`src/rab_cfg_config.svh`:
```
// widths, sizes and address map of the RAB configuration block
`ifndef RAB_CFG_CONFIG_SVH
`define RAB_CFG_CONFIG_SVH

// AXI4-Lite port
`define RAB_AXI_DATA_W 64
`define RAB_AXI_ADDR_W 32

// slice contents
`define RAB_VIRT_W   32
`define RAB_PHYS_W   40
`define RAB_N_FLAGS  4
`define RAB_N_REGS   16

// miss handling
`define RAB_META_W   10
`define RAB_MH_DEPTH 16

// address map
`define RAB_CONFIG_SIZE  32'h0000_0020  // config region ends here, L1 starts
`define RAB_L1_END       32'h0000_4000
`define RAB_MH_ADDR_OFS  32'h0000_0000
`define RAB_MH_META_OFS  32'h0000_0008
`define RAB_CONF_OFS     32'h0000_000C

`endif

```
`src/rab_cfg_pkg.sv`:
```
// vector types and packed structs shared by the RAB configuration block
`include "rab_cfg_config.svh"

package rab_cfg_pkg;

  typedef logic [`RAB_AXI_ADDR_W-1:0]   axi_addr_t;
  typedef logic [`RAB_AXI_DATA_W-1:0]   axi_data_t;
  typedef logic [`RAB_AXI_DATA_W/8-1:0] axi_strb_t;

  typedef logic [`RAB_VIRT_W-1:0] virt_addr_t;
  typedef logic [`RAB_META_W-1:0] miss_meta_t;

  // one L1 slice register, always 64 bit wide
  typedef logic [63:0] cfg_word_t;
  typedef logic [$clog2(`RAB_N_REGS)-1:0] reg_idx_t;

  // complete AXI write once both AW and W are in
  typedef struct packed {
    axi_addr_t addr;
    axi_data_t data;
    axi_strb_t strb;
  } wr_cmd_t;

  typedef struct packed {
    virt_addr_t addr;
    miss_meta_t meta;
  } mh_entry_t;

  // bit 1 multi-hit, bit 0 fifo disable
  typedef struct packed {
    logic allow_multi_hit;
    logic fifo_disable;
  } conf_reg_t;

endpackage

```
`src/rab_cfg_axi_slave.sv`:
```
// AXI4-Lite slave: channel capture, write pulse generation, B and R sequencing
`timescale 1ns/1ps

module rab_cfg_axi_slave (
  input  logic                  Clk_CI,
  input  logic                  Rst_RBI,
  input  rab_cfg_pkg::axi_addr_t s_axi_awaddr_i,
  input  logic                  s_axi_awvalid_i,
  output logic                  s_axi_awready_o,
  input  rab_cfg_pkg::axi_data_t s_axi_wdata_i,
  input  rab_cfg_pkg::axi_strb_t s_axi_wstrb_i,
  input  logic                  s_axi_wvalid_i,
  output logic                  s_axi_wready_o,
  output logic [1:0]            s_axi_bresp_o,
  output logic                  s_axi_bvalid_o,
  input  logic                  s_axi_bready_i,
  input  rab_cfg_pkg::axi_addr_t s_axi_araddr_i,
  input  logic                  s_axi_arvalid_i,
  output logic                  s_axi_arready_o,
  output rab_cfg_pkg::axi_data_t s_axi_rdata_o,
  output logic [1:0]            s_axi_rresp_o,
  output logic                  s_axi_rvalid_o,
  input  logic                  s_axi_rready_i,
  input  rab_cfg_pkg::axi_data_t rdata_i,
  output rab_cfg_pkg::wr_cmd_t  wr_cmd_o,
  output logic                  wr_en_o,
  output rab_cfg_pkg::axi_addr_t rd_addr_o,
  output logic                  rd_active_o,
  output logic                  rd_done_o
);
  import rab_cfg_pkg::*;

  wr_cmd_t   wr_cmd_q;
  axi_addr_t araddr_q;
  logic      aw_done_q, w_done_q;
  logic      both_done, both_done_dly_q;
  logic      b_done_q, b_run_q;
  logic      ar_done_q, r_done_q, r_run_q;

  assign both_done = aw_done_q & w_done_q;
  assign wr_en_o   = both_done & ~both_done_dly_q;  // one pulse per write

  always_ff @(posedge Clk_CI or negedge Rst_RBI)
  begin
    if (!Rst_RBI)
    begin
      s_axi_awready_o <= 1'b1;
      aw_done_q       <= 1'b0;
      s_axi_wready_o  <= 1'b1;
      w_done_q        <= 1'b0;
      both_done_dly_q <= 1'b0;
    end
    else
    begin
      both_done_dly_q <= both_done;
      if (s_axi_awready_o && s_axi_awvalid_i)
      begin
        s_axi_awready_o <= 1'b0;
        aw_done_q       <= 1'b1;
      end
      else if (aw_done_q && b_done_q)
      begin
        s_axi_awready_o <= 1'b1;  // reopen after the response went out
        aw_done_q       <= 1'b0;
      end
      if (s_axi_wready_o && s_axi_wvalid_i)
      begin
        s_axi_wready_o <= 1'b0;
        w_done_q       <= 1'b1;
      end
      else if (w_done_q && b_done_q)
      begin
        s_axi_wready_o <= 1'b1;
        w_done_q       <= 1'b0;
      end
    end
  end

  // captured payloads
  always_ff @(posedge Clk_CI)
  begin
    if (s_axi_awready_o && s_axi_awvalid_i)
      wr_cmd_q.addr <= s_axi_awaddr_i;
    if (s_axi_wready_o && s_axi_wvalid_i)
    begin
      wr_cmd_q.data <= s_axi_wdata_i;
      wr_cmd_q.strb <= s_axi_wstrb_i;
    end
    if (s_axi_arready_o && s_axi_arvalid_i)
      araddr_q <= s_axi_araddr_i;
  end

  // write response
  always_ff @(posedge Clk_CI or negedge Rst_RBI)
  begin
    if (!Rst_RBI)
    begin
      s_axi_bvalid_o <= 1'b0;
      b_done_q       <= 1'b0;
      b_run_q        <= 1'b0;
    end
    else if (both_done && !b_done_q)
    begin
      if (!b_run_q)
      begin
        s_axi_bvalid_o <= 1'b1;
        b_run_q        <= 1'b1;
      end
      else if (s_axi_bready_i)
      begin
        s_axi_bvalid_o <= 1'b0;
        b_done_q       <= 1'b1;
        b_run_q        <= 1'b0;
      end
    end
    else
    begin
      s_axi_bvalid_o <= 1'b0;
      b_done_q       <= 1'b0;
      b_run_q        <= 1'b0;
    end
  end

  // read address and read response
  always_ff @(posedge Clk_CI or negedge Rst_RBI)
  begin
    if (!Rst_RBI)
    begin
      s_axi_arready_o <= 1'b1;
      ar_done_q       <= 1'b0;
      s_axi_rvalid_o  <= 1'b0;
      r_done_q        <= 1'b0;
      r_run_q         <= 1'b0;
    end
    else
    begin
      if (s_axi_arready_o && s_axi_arvalid_i)
      begin
        s_axi_arready_o <= 1'b0;
        ar_done_q       <= 1'b1;
      end
      else if (ar_done_q && r_done_q)
      begin
        s_axi_arready_o <= 1'b1;
        ar_done_q       <= 1'b0;
      end
      if (ar_done_q && !r_done_q)
      begin
        if (!r_run_q)
        begin
          s_axi_rvalid_o <= 1'b1;
          r_run_q        <= 1'b1;
        end
        else if (s_axi_rready_i)
        begin
          s_axi_rvalid_o <= 1'b0;
          r_done_q       <= 1'b1;
          r_run_q        <= 1'b0;
        end
      end
      else
      begin
        s_axi_rvalid_o <= 1'b0;
        r_done_q       <= 1'b0;
        r_run_q        <= 1'b0;
      end
    end
  end

  assign s_axi_bresp_o = 2'b00;
  assign s_axi_rresp_o = 2'b00;
  assign s_axi_rdata_o = rdata_i;  // selected downstream
  assign wr_cmd_o      = wr_cmd_q;
  assign rd_addr_o     = araddr_q;
  assign rd_active_o   = s_axi_rvalid_o;
  assign rd_done_o     = s_axi_rvalid_o & s_axi_rready_i;

endmodule

```
`src/rab_cfg_l1_regs.sv`:
```
// L1 slice register file with per-kind masking and the L1 read word
`timescale 1ns/1ps
`include "rab_cfg_config.svh"

module rab_cfg_l1_regs (
  input  logic                                      Clk_CI,
  input  logic                                      Rst_RBI,
  input  rab_cfg_pkg::wr_cmd_t                      wr_cmd_i,
  input  logic                                      wr_en_i,
  input  rab_cfg_pkg::axi_addr_t                    rd_addr_i,
  output rab_cfg_pkg::cfg_word_t [`RAB_N_REGS-1:0]  l1_cfg_o,
  output rab_cfg_pkg::axi_data_t                    l1_rdata_o
);
  import rab_cfg_pkg::*;

  localparam int IDX_LSB  = 3;  // registers are 64-bit words
  localparam int HALF_BIT = 2;  // upper 32 bits for 32-bit masters
  localparam int HALF_W   = $bits(cfg_word_t) / 2;

  reg_idx_t  wr_idx, rd_idx;
  logic      l1_wr;
  cfg_word_t wr_word, rd_word;

  // valid bits of a register, from index bits 1:0
  function automatic cfg_word_t kind_mask(input logic [1:0] kind);
    cfg_word_t mask;
    if (!kind[1])
      mask = cfg_word_t'({`RAB_VIRT_W{1'b1}});  // virtual address
    else if (!kind[0])
      mask = cfg_word_t'({`RAB_PHYS_W{1'b1}});  // physical address
    else
      mask = cfg_word_t'({`RAB_N_FLAGS{1'b1}}); // flags
    return mask;
  endfunction

  assign wr_idx = wr_cmd_i.addr[IDX_LSB +: $bits(reg_idx_t)];
  assign rd_idx = rd_addr_i[IDX_LSB +: $bits(reg_idx_t)];

  assign l1_wr = wr_en_i && (wr_cmd_i.addr >= `RAB_CONFIG_SIZE) &&
                 (wr_cmd_i.addr < `RAB_L1_END);

  // merge strobed bytes into the old value, then clear what the kind lacks
  always_comb
  begin
    wr_word = l1_cfg_o[wr_idx];
    for (int b = 0; b < $bits(axi_strb_t); b++)
    begin
      if (wr_cmd_i.strb[b])
        wr_word[8*b +: 8] = wr_cmd_i.data[8*b +: 8];
    end
    wr_word = wr_word & kind_mask(wr_idx[1:0]);
  end

  always_ff @(posedge Clk_CI or negedge Rst_RBI)
  begin
    if (!Rst_RBI)
      l1_cfg_o <= '0;
    else if (l1_wr)
      l1_cfg_o[wr_idx] <= wr_word;
  end

  assign rd_word = l1_cfg_o[rd_idx];

  always_comb
  begin
    if (rd_addr_i[HALF_BIT])
      l1_rdata_o = axi_data_t'(rd_word[$bits(cfg_word_t)-1 -: HALF_W]);  // shifted down
    else
      l1_rdata_o = axi_data_t'(rd_word);
  end

endmodule

```
`src/rab_cfg_miss_handler.sv`:
```
// configuration register, miss FIFO and final read-data selection
`timescale 1ns/1ps
`include "rab_cfg_config.svh"

module rab_cfg_miss_handler (
  input  logic                    Clk_CI,
  input  logic                    Rst_RBI,
  input  rab_cfg_pkg::wr_cmd_t    wr_cmd_i,
  input  logic                    wr_en_i,
  input  rab_cfg_pkg::axi_addr_t  rd_addr_i,
  input  logic                    rd_active_i,
  input  logic                    rd_done_i,
  input  rab_cfg_pkg::axi_data_t  l1_rdata_i,
  input  logic                    miss_i,
  input  rab_cfg_pkg::virt_addr_t miss_addr_i,
  input  rab_cfg_pkg::miss_meta_t miss_meta_i,
  output rab_cfg_pkg::axi_data_t  rdata_o,
  output logic                    l1_allow_multi_hit_o,
  output logic                    mh_fifo_full_o
);
  import rab_cfg_pkg::*;

  localparam int PTR_W = $clog2(`RAB_MH_DEPTH);
  localparam logic [PTR_W:0] DEPTH = `RAB_MH_DEPTH;

  conf_reg_t         conf_q;
  logic              cfg_wr, hw_push, sw_push, push, push_ok, pop;
  logic              fifo_full, fifo_empty;
  mh_entry_t         push_entry, head;
  mh_entry_t         fifo_mem [`RAB_MH_DEPTH];
  logic [PTR_W-1:0]  wr_ptr_q, rd_ptr_q;
  logic [PTR_W:0]    count_q;

  assign cfg_wr  = wr_en_i && (wr_cmd_i.addr < `RAB_CONFIG_SIZE);
  assign hw_push = miss_i && !conf_q.fifo_disable;
  assign sw_push = cfg_wr && (wr_cmd_i.addr == `RAB_MH_ADDR_OFS) && !conf_q.fifo_disable;
  assign push    = hw_push | sw_push;

  assign fifo_full      = (count_q == DEPTH);
  assign fifo_empty     = (count_q == '0);
  assign push_ok        = push & ~fifo_full;
  assign pop            = rd_done_i && (rd_addr_i == `RAB_MH_META_OFS) && !fifo_empty;
  assign mh_fifo_full_o = push & fifo_full;  // dropped push

  always_comb
  begin
    if (hw_push)
    begin
      push_entry.addr = miss_addr_i;  // hardware miss has priority
      push_entry.meta = miss_meta_i;
    end
    else
    begin
      push_entry.addr = virt_addr_t'(wr_cmd_i.data[`RAB_VIRT_W-1:0]);
      push_entry.meta = '0;
    end
  end

  always_ff @(posedge Clk_CI or negedge Rst_RBI)
  begin
    if (!Rst_RBI)
      conf_q <= '0;
    else if (cfg_wr && (wr_cmd_i.addr == `RAB_CONF_OFS))
      conf_q <= conf_reg_t'(wr_cmd_i.data[$bits(conf_reg_t)-1:0]);
  end

  always_ff @(posedge Clk_CI or negedge Rst_RBI)
  begin
    if (!Rst_RBI)
    begin
      wr_ptr_q <= '0;
      rd_ptr_q <= '0;
      count_q  <= '0;
    end
    else
    begin
      if (push_ok)
        wr_ptr_q <= wr_ptr_q + 1'b1;  // wraps at depth
      if (pop)
        rd_ptr_q <= rd_ptr_q + 1'b1;
      case ({push_ok, pop})
        2'b10:   count_q <= count_q + 1'b1;
        2'b01:   count_q <= count_q - 1'b1;
        default: count_q <= count_q;
      endcase
    end
  end

  always_ff @(posedge Clk_CI)
  begin
    if (push_ok)
      fifo_mem[wr_ptr_q] <= push_entry;
  end

  assign head = fifo_empty ? '0 : fifo_mem[rd_ptr_q];

  always_comb
  begin
    rdata_o = l1_rdata_i;
    if (rd_active_i)
    begin
      case (rd_addr_i)
        `RAB_MH_ADDR_OFS:
        begin
          rdata_o = '0;
          rdata_o[`RAB_VIRT_W-1:0] = head.addr;  // peek only
        end
        `RAB_MH_META_OFS:
        begin
          rdata_o = '0;
          rdata_o[31] = fifo_empty;
          rdata_o[`RAB_META_W-1:0] = head.meta;
        end
        `RAB_CONF_OFS:
        begin
          rdata_o = '0;
          rdata_o[$bits(conf_reg_t)-1:0] = conf_q;
        end
        default: rdata_o = l1_rdata_i;
      endcase
    end
  end

  assign l1_allow_multi_hit_o = conf_q.allow_multi_hit;

endmodule

```
`src/rab_cfg_top.sv`:
```
// top level: AXI front end, L1 register stage, miss handling and read-out
`timescale 1ns/1ps
`include "rab_cfg_config.svh"

module rab_cfg_top (
  input  logic                                      Clk_CI,
  input  logic                                      Rst_RBI,
  input  rab_cfg_pkg::axi_addr_t                    s_axi_awaddr_i,
  input  logic                                      s_axi_awvalid_i,
  output logic                                      s_axi_awready_o,
  input  rab_cfg_pkg::axi_data_t                    s_axi_wdata_i,
  input  rab_cfg_pkg::axi_strb_t                    s_axi_wstrb_i,
  input  logic                                      s_axi_wvalid_i,
  output logic                                      s_axi_wready_o,
  output logic [1:0]                                s_axi_bresp_o,
  output logic                                      s_axi_bvalid_o,
  input  logic                                      s_axi_bready_i,
  input  rab_cfg_pkg::axi_addr_t                    s_axi_araddr_i,
  input  logic                                      s_axi_arvalid_i,
  output logic                                      s_axi_arready_o,
  output rab_cfg_pkg::axi_data_t                    s_axi_rdata_o,
  output logic [1:0]                                s_axi_rresp_o,
  output logic                                      s_axi_rvalid_o,
  input  logic                                      s_axi_rready_i,
  output rab_cfg_pkg::cfg_word_t [`RAB_N_REGS-1:0]  l1_cfg_o,
  output logic                                      l1_allow_multi_hit_o,
  input  logic                                      miss_i,
  input  rab_cfg_pkg::virt_addr_t                   miss_addr_i,
  input  rab_cfg_pkg::miss_meta_t                   miss_meta_i,
  output logic                                      mh_fifo_full_o
);
  import rab_cfg_pkg::*;

  wr_cmd_t   wr_cmd;
  logic      wr_en;
  axi_addr_t rd_addr;
  logic      rd_active, rd_done;
  axi_data_t l1_rdata, rdata;

  rab_cfg_axi_slave i_axi_slave (
    .Clk_CI          (Clk_CI),
    .Rst_RBI         (Rst_RBI),
    .s_axi_awaddr_i  (s_axi_awaddr_i),
    .s_axi_awvalid_i (s_axi_awvalid_i),
    .s_axi_awready_o (s_axi_awready_o),
    .s_axi_wdata_i   (s_axi_wdata_i),
    .s_axi_wstrb_i   (s_axi_wstrb_i),
    .s_axi_wvalid_i  (s_axi_wvalid_i),
    .s_axi_wready_o  (s_axi_wready_o),
    .s_axi_bresp_o   (s_axi_bresp_o),
    .s_axi_bvalid_o  (s_axi_bvalid_o),
    .s_axi_bready_i  (s_axi_bready_i),
    .s_axi_araddr_i  (s_axi_araddr_i),
    .s_axi_arvalid_i (s_axi_arvalid_i),
    .s_axi_arready_o (s_axi_arready_o),
    .s_axi_rdata_o   (s_axi_rdata_o),
    .s_axi_rresp_o   (s_axi_rresp_o),
    .s_axi_rvalid_o  (s_axi_rvalid_o),
    .s_axi_rready_i  (s_axi_rready_i),
    .rdata_i         (rdata),
    .wr_cmd_o        (wr_cmd),
    .wr_en_o         (wr_en),
    .rd_addr_o       (rd_addr),
    .rd_active_o     (rd_active),
    .rd_done_o       (rd_done)
  );

  rab_cfg_l1_regs i_l1_regs (
    .Clk_CI     (Clk_CI),
    .Rst_RBI    (Rst_RBI),
    .wr_cmd_i   (wr_cmd),
    .wr_en_i    (wr_en),
    .rd_addr_i  (rd_addr),
    .l1_cfg_o   (l1_cfg_o),
    .l1_rdata_o (l1_rdata)
  );

  rab_cfg_miss_handler i_miss_handler (
    .Clk_CI               (Clk_CI),
    .Rst_RBI              (Rst_RBI),
    .wr_cmd_i             (wr_cmd),
    .wr_en_i              (wr_en),
    .rd_addr_i            (rd_addr),
    .rd_active_i          (rd_active),
    .rd_done_i            (rd_done),
    .l1_rdata_i           (l1_rdata),
    .miss_i               (miss_i),
    .miss_addr_i          (miss_addr_i),
    .miss_meta_i          (miss_meta_i),
    .rdata_o              (rdata),
    .l1_allow_multi_hit_o (l1_allow_multi_hit_o),
    .mh_fifo_full_o       (mh_fifo_full_o)
  );

endmodule

```
`config.mk`:
```
export PLATFORM = sky130hd
export DESIGN_NAME = rab_cfg_top
export DESIGN_NICKNAME = d
export VERILOG_FILES = /design/src/rab_cfg_pkg.sv /design/src/rab_cfg_axi_slave.sv /design/src/rab_cfg_l1_regs.sv /design/src/rab_cfg_miss_handler.sv /design/src/rab_cfg_top.sv
export VERILOG_INCLUDE_DIRS = /design/src /design/src/src
export SDC_FILE = /design/constraint.sdc
export NUM_CORES = 2
export LEC_CHECK = 0
export BUFFER_PORTS_ARGS = -buffer_cell sky130_fd_sc_hd__buf_2
export CAP_MARGIN = 20
export CORE_AREA = 3 3 495 497
export CTS_CLUSTER_SIZE = 25
export DETAILED_ROUTE_END_ITERATION = 10
export DIE_AREA = 0 0 498 500
export HOLD_SLACK_MARGIN = 0.12
export PLACE_DENSITY = 0.51
export SLEW_MARGIN = 0
export SYNTH_ARGS = -nofsm -noshare
export SYNTH_HDL_FRONTEND = slang
export SYNTH_SLANG_ARGS = --single-unit
```
`constraint.sdc`:
```
create_clock -name Clk_CI -period 6.34 [get_ports Clk_CI]
set_input_delay 0.634 -clock Clk_CI [delete_from_list [all_inputs] [get_ports Clk_CI]]
set_output_delay 0.634 -clock Clk_CI [all_outputs]
set_load 0.02 [all_outputs]
```
==> PnR_summary.wiki <==
{| class="wikitable"
! Metric !! Value
|-
| Result of the run || completed
|-
| Top achievable clock speed || 185.1 MHz
|-
| Type of element capturing the critical path || primary output
|-
| Number of cells on the worst reg-to-reg path || 13
|-
| Sequential element share of the synthesized area || 60.50%
|-
| Total CTS buffers || 166
|-
| Per-cell via count in the routed design || 4.921
|-
| Clock Skews || 0.04393 ns
|-
| Worst reg2reg setup slack || 1.99 ns
|-
| Mean cell area of the mapped netlist || 15.34 µm²
|-
| Number of synthesized flops with an enable pin || 781
|-
| Leak || 0.03325 µW
|-
| Critical path data required time || 5.71 ns
|-
| Crit-path max FO || 25
|-
| Largest net degree at the start of global routing || 134
|-
| Area share of the leading cell type in the synthesized netlist || 35.32%
|-
| Area after DPL || 72,870 µm²
|-
| Total Negative Setup Slacks || 0 ns
|-
| Number of distinct library cell variants in the gate-level netlist after synthesis || 58
|-
| Cells along the critical path || nor4_1 -> nand4_1 -> nor4_4 -> buf_4 -> nand2_1 -> a21oi_1 -> a21o_1 -> buf_2
|-
| Setup repair after global routing missed its margin || no
|-
| Cell family contributing the most delay on the critical path || simple AND/OR/NAND/NOR gates
|-
| Total vias in the final route || 42,320
|-
| Clock network latency to the later pin of the worst-skew pair || 0.81 ns
|-
| Most common cell in the netlist || edfxtp_1
|-
| Critical path class || reg -> out
|-
| Count of maximum capacitance violations || 0
|-
| Number of port buffers || 845
|-
| Critical path destination || s_axi_rdata_o[14]
|-
| CTS tree || yes
|-
| Worst max-slew margin expressed relative to the limit || 22.43%
|-
| Worst path slowest cell || edfxtp_1
|-
| Area of the core region || 240,800 µm²
|-
| Core occupancy in the finished layout || 33.07%
|-
| Row cnt || 180
|-
| Type of origin of the critical path || flop
|-
| Leading post-synthesis cells by cell area || edfxtp_1 35%, dfrtp_1 25%, mux4_2 20%
|-
| Instance count on the critical path || 8
|-
| Part of the cycle the worst path needs || 85.22%
|-
| Fillcell total || 23,580
|-
| Arrival time of the worst setup path || 4.77 ns
|-
| Clk Tree Root Cell || clkbuf_16
|-
| HPWL after DPL || 192,800 µm
|-
| Final hold violation count || 0
|-
| Yosys reg bits || 1,449
|-
| Launch point of the worst reg-to-reg path || i_axi_slave.rd_addr_o[4]
|-
| Wire length of the first global-routing pass || 367,600 µm
|-
| Number of detailed-route iterations in the first pass || 5
|-
| DRC violation count after routing || 0
|-
| Net total in the final layout || 5,465
|-
| Clock Sink Count || 1,449
|-
| Post-synthesis cell type with the largest combined area || edfxtp_1
|-
| Total chip power || 22,150 µW
|-
| Final non-filler cell area || 79,620 µm²
|-
| Full die area || 249,000 µm²
|-
| Wire per inst || 31.66 µm
|-
| Share of synthesized flip-flops with an asynchronous set or reset || 46.10%
|-
| Fin crit period || 5.403 ns
|-
| Sum of overflow across all layers after global routing || 0
|-
| Antenna violations before repair || 32
|-
| Initial Util || 27.58%
|-
| CTS clk-pin slew, worst paths || 0.06 ns
|-
| Antenna Nets Post-Route || 0
|-
| Final weighted congestion in routability-driven placement || 0.8854
|-
| Worst hold-check path type || in -> reg
|-
| WL final || 272,300 µm
|-
| Critical R2R Capture || i_miss_handler.count_q[4]
|-
| Power per standard cell area || 278.1 nW/µm²
|-
| Layout cell share with drive strength beyond 1 || 34.80%
|-
| Leading post-synthesis cells by instance count || 781 x edfxtp_1, 665 x dfrtp_1, 578 x mux4_2, 454 x nor2_1, 441 x buf_4
|-
| Number of H-tree branching levels || 4
|-
| Ports || 1,285
|-
| CTS hold repair buffers || 114
|-
| Most used flip-flop cell after synthesis || edfxtp_1
|-
| Worst slew pin tran || 1.131 ns
|-
| Count of final setup violators || 0
|-
| Synth warn || 0
|-
| Worst path buffer plus inverter count || 2
|-
| Die Y-Extent || 500 µm
|-
| Post-CTS resize count || 0
|-
| Longest Clk Path Bufs || 3
|-
| Horizontal die dimension || 498 µm
|-
| Worst setup path start || i_axi_slave.rd_addr_o[4]
|-
| Vias in the first global route || 41,950
|-
| Maximum resistive drop on vdd || 0.0002343 V
|-
| GRT Overall Usage || 21.24%
|-
| Netlist area before placement || 66,400 µm²
|-
| Count of mapped cells out of synthesis || 4,329
|-
| Setup repair bufs after CTS || 0
|-
| Largest stage delay on the critical path || 0.71 ns
|-
| Layout Area Growth over Synthesis || 19.91%
|-
| Final max-slew violation count || 0
|-
| Number of DRC markers in iteration 0 || 4,218
|}
[cell families after synthesis]
logic type	synth area share [%]
compound gates	4.511
xor+xnor	0.1715
fa+ha+maj	0.1696
buf+inv	6.996
flops	60.50
mux	21.15
other cells	0.005647
simple gates	6.497
[placed cells by master (no fill, tap or decap), types with 55 or more instances in the layout]
cell / instances
buf_2: 845
edfxtp_1: 781
dfrtp_1: 661
mux4_2: 578
nor2_1: 441
a21oi_1: 435
conb_1: 412
nor2b_1: 177
clkbuf_16: 171
nand2_1: 135
dlygate4sd3_1: 114
buf_4: 111
mux2i_1: 69
and2_1: 55
[report_power, final]
part	internal [µW]	leakage [µW]	switching (µW)
clock	5650	0.00268	4120
sequential	10500	0.0164	194
combinational	442	0.0142	1220
total	16600	0.0332	5540
[flip-flops by register name, indices dropped and copies added, names as in the netlist, 4 cells and up]
register                 flops
i_miss_handler.wr_ptr_q      4
i_axi_slave.wr_cmd_o        77
i_miss_handler.count_q       5
i_miss_handler.fifo_mem    672
i_axi_slave.rd_addr_o       32
i_l1_regs.l1_cfg_o         640
i_miss_handler.rd_ptr_q      4
[per-layer routing]
layer  global-route usage (%)  share of wire (%)  vias up
li1                         -                  -    17410
met1                    26.86                 39    22640
met2                    32.82                 46     1933
met3                    8.843                 11      333
met4                    7.156                3.7        6
met5                        0              0.011        -
[worst min path at each step]
stage / start / to / slack, ns / cells after the start
final: s_axi_awaddr_i[6] / i_axi_slave.wr_cmd_o[78] / 0.27 / 1
after global routing: s_axi_awaddr_i[6] / i_axi_slave.wr_cmd_o[78] / 0.21 / 1
after floorplan: Rst_RBI / i_axi_slave.ar_done_q / 0.34 / 0
after detailed placement: i_axi_slave.b_run_q / i_axi_slave.s_axi_bvalid_o / 0.47 / 1
after global placement: i_axi_slave.b_run_q / i_axi_slave.s_axi_bvalid_o / 0.46 / 1
after CTS: s_axi_awaddr_i[6] / i_axi_slave.wr_cmd_o[78] / 0.19 / 1
[per-stage QoR]
step / cells / hold slack, ns / worst slack [ns]
after global placement: 8154 / 0.4579 / 1.682
after CTS: 8581 / 0.1919 / 0.8468
after detailed placement: 8161 / 0.4701 / 1.766
after global routing: 8595 / 0.2057 / 0.6156
after floorplan: 4740 / 0.3384 / 0.9928
final: 8601 / 0.2716 / 0.9367
[cell type report]
type,count,area [µm²],area share [%]
antenna,8,20.02,0.02514
clock buffer,230,4651,5.841
clock inverter,76,840.8,1.056
inverter,11,45.04,0.05657
multi-input combinational,2554,23340,29.31
sequential,1449,40180,50.47
tap,3185,3985,5.005
timing repair buffer,1088,6559,8.237
(Power assumes the default switching activity.)
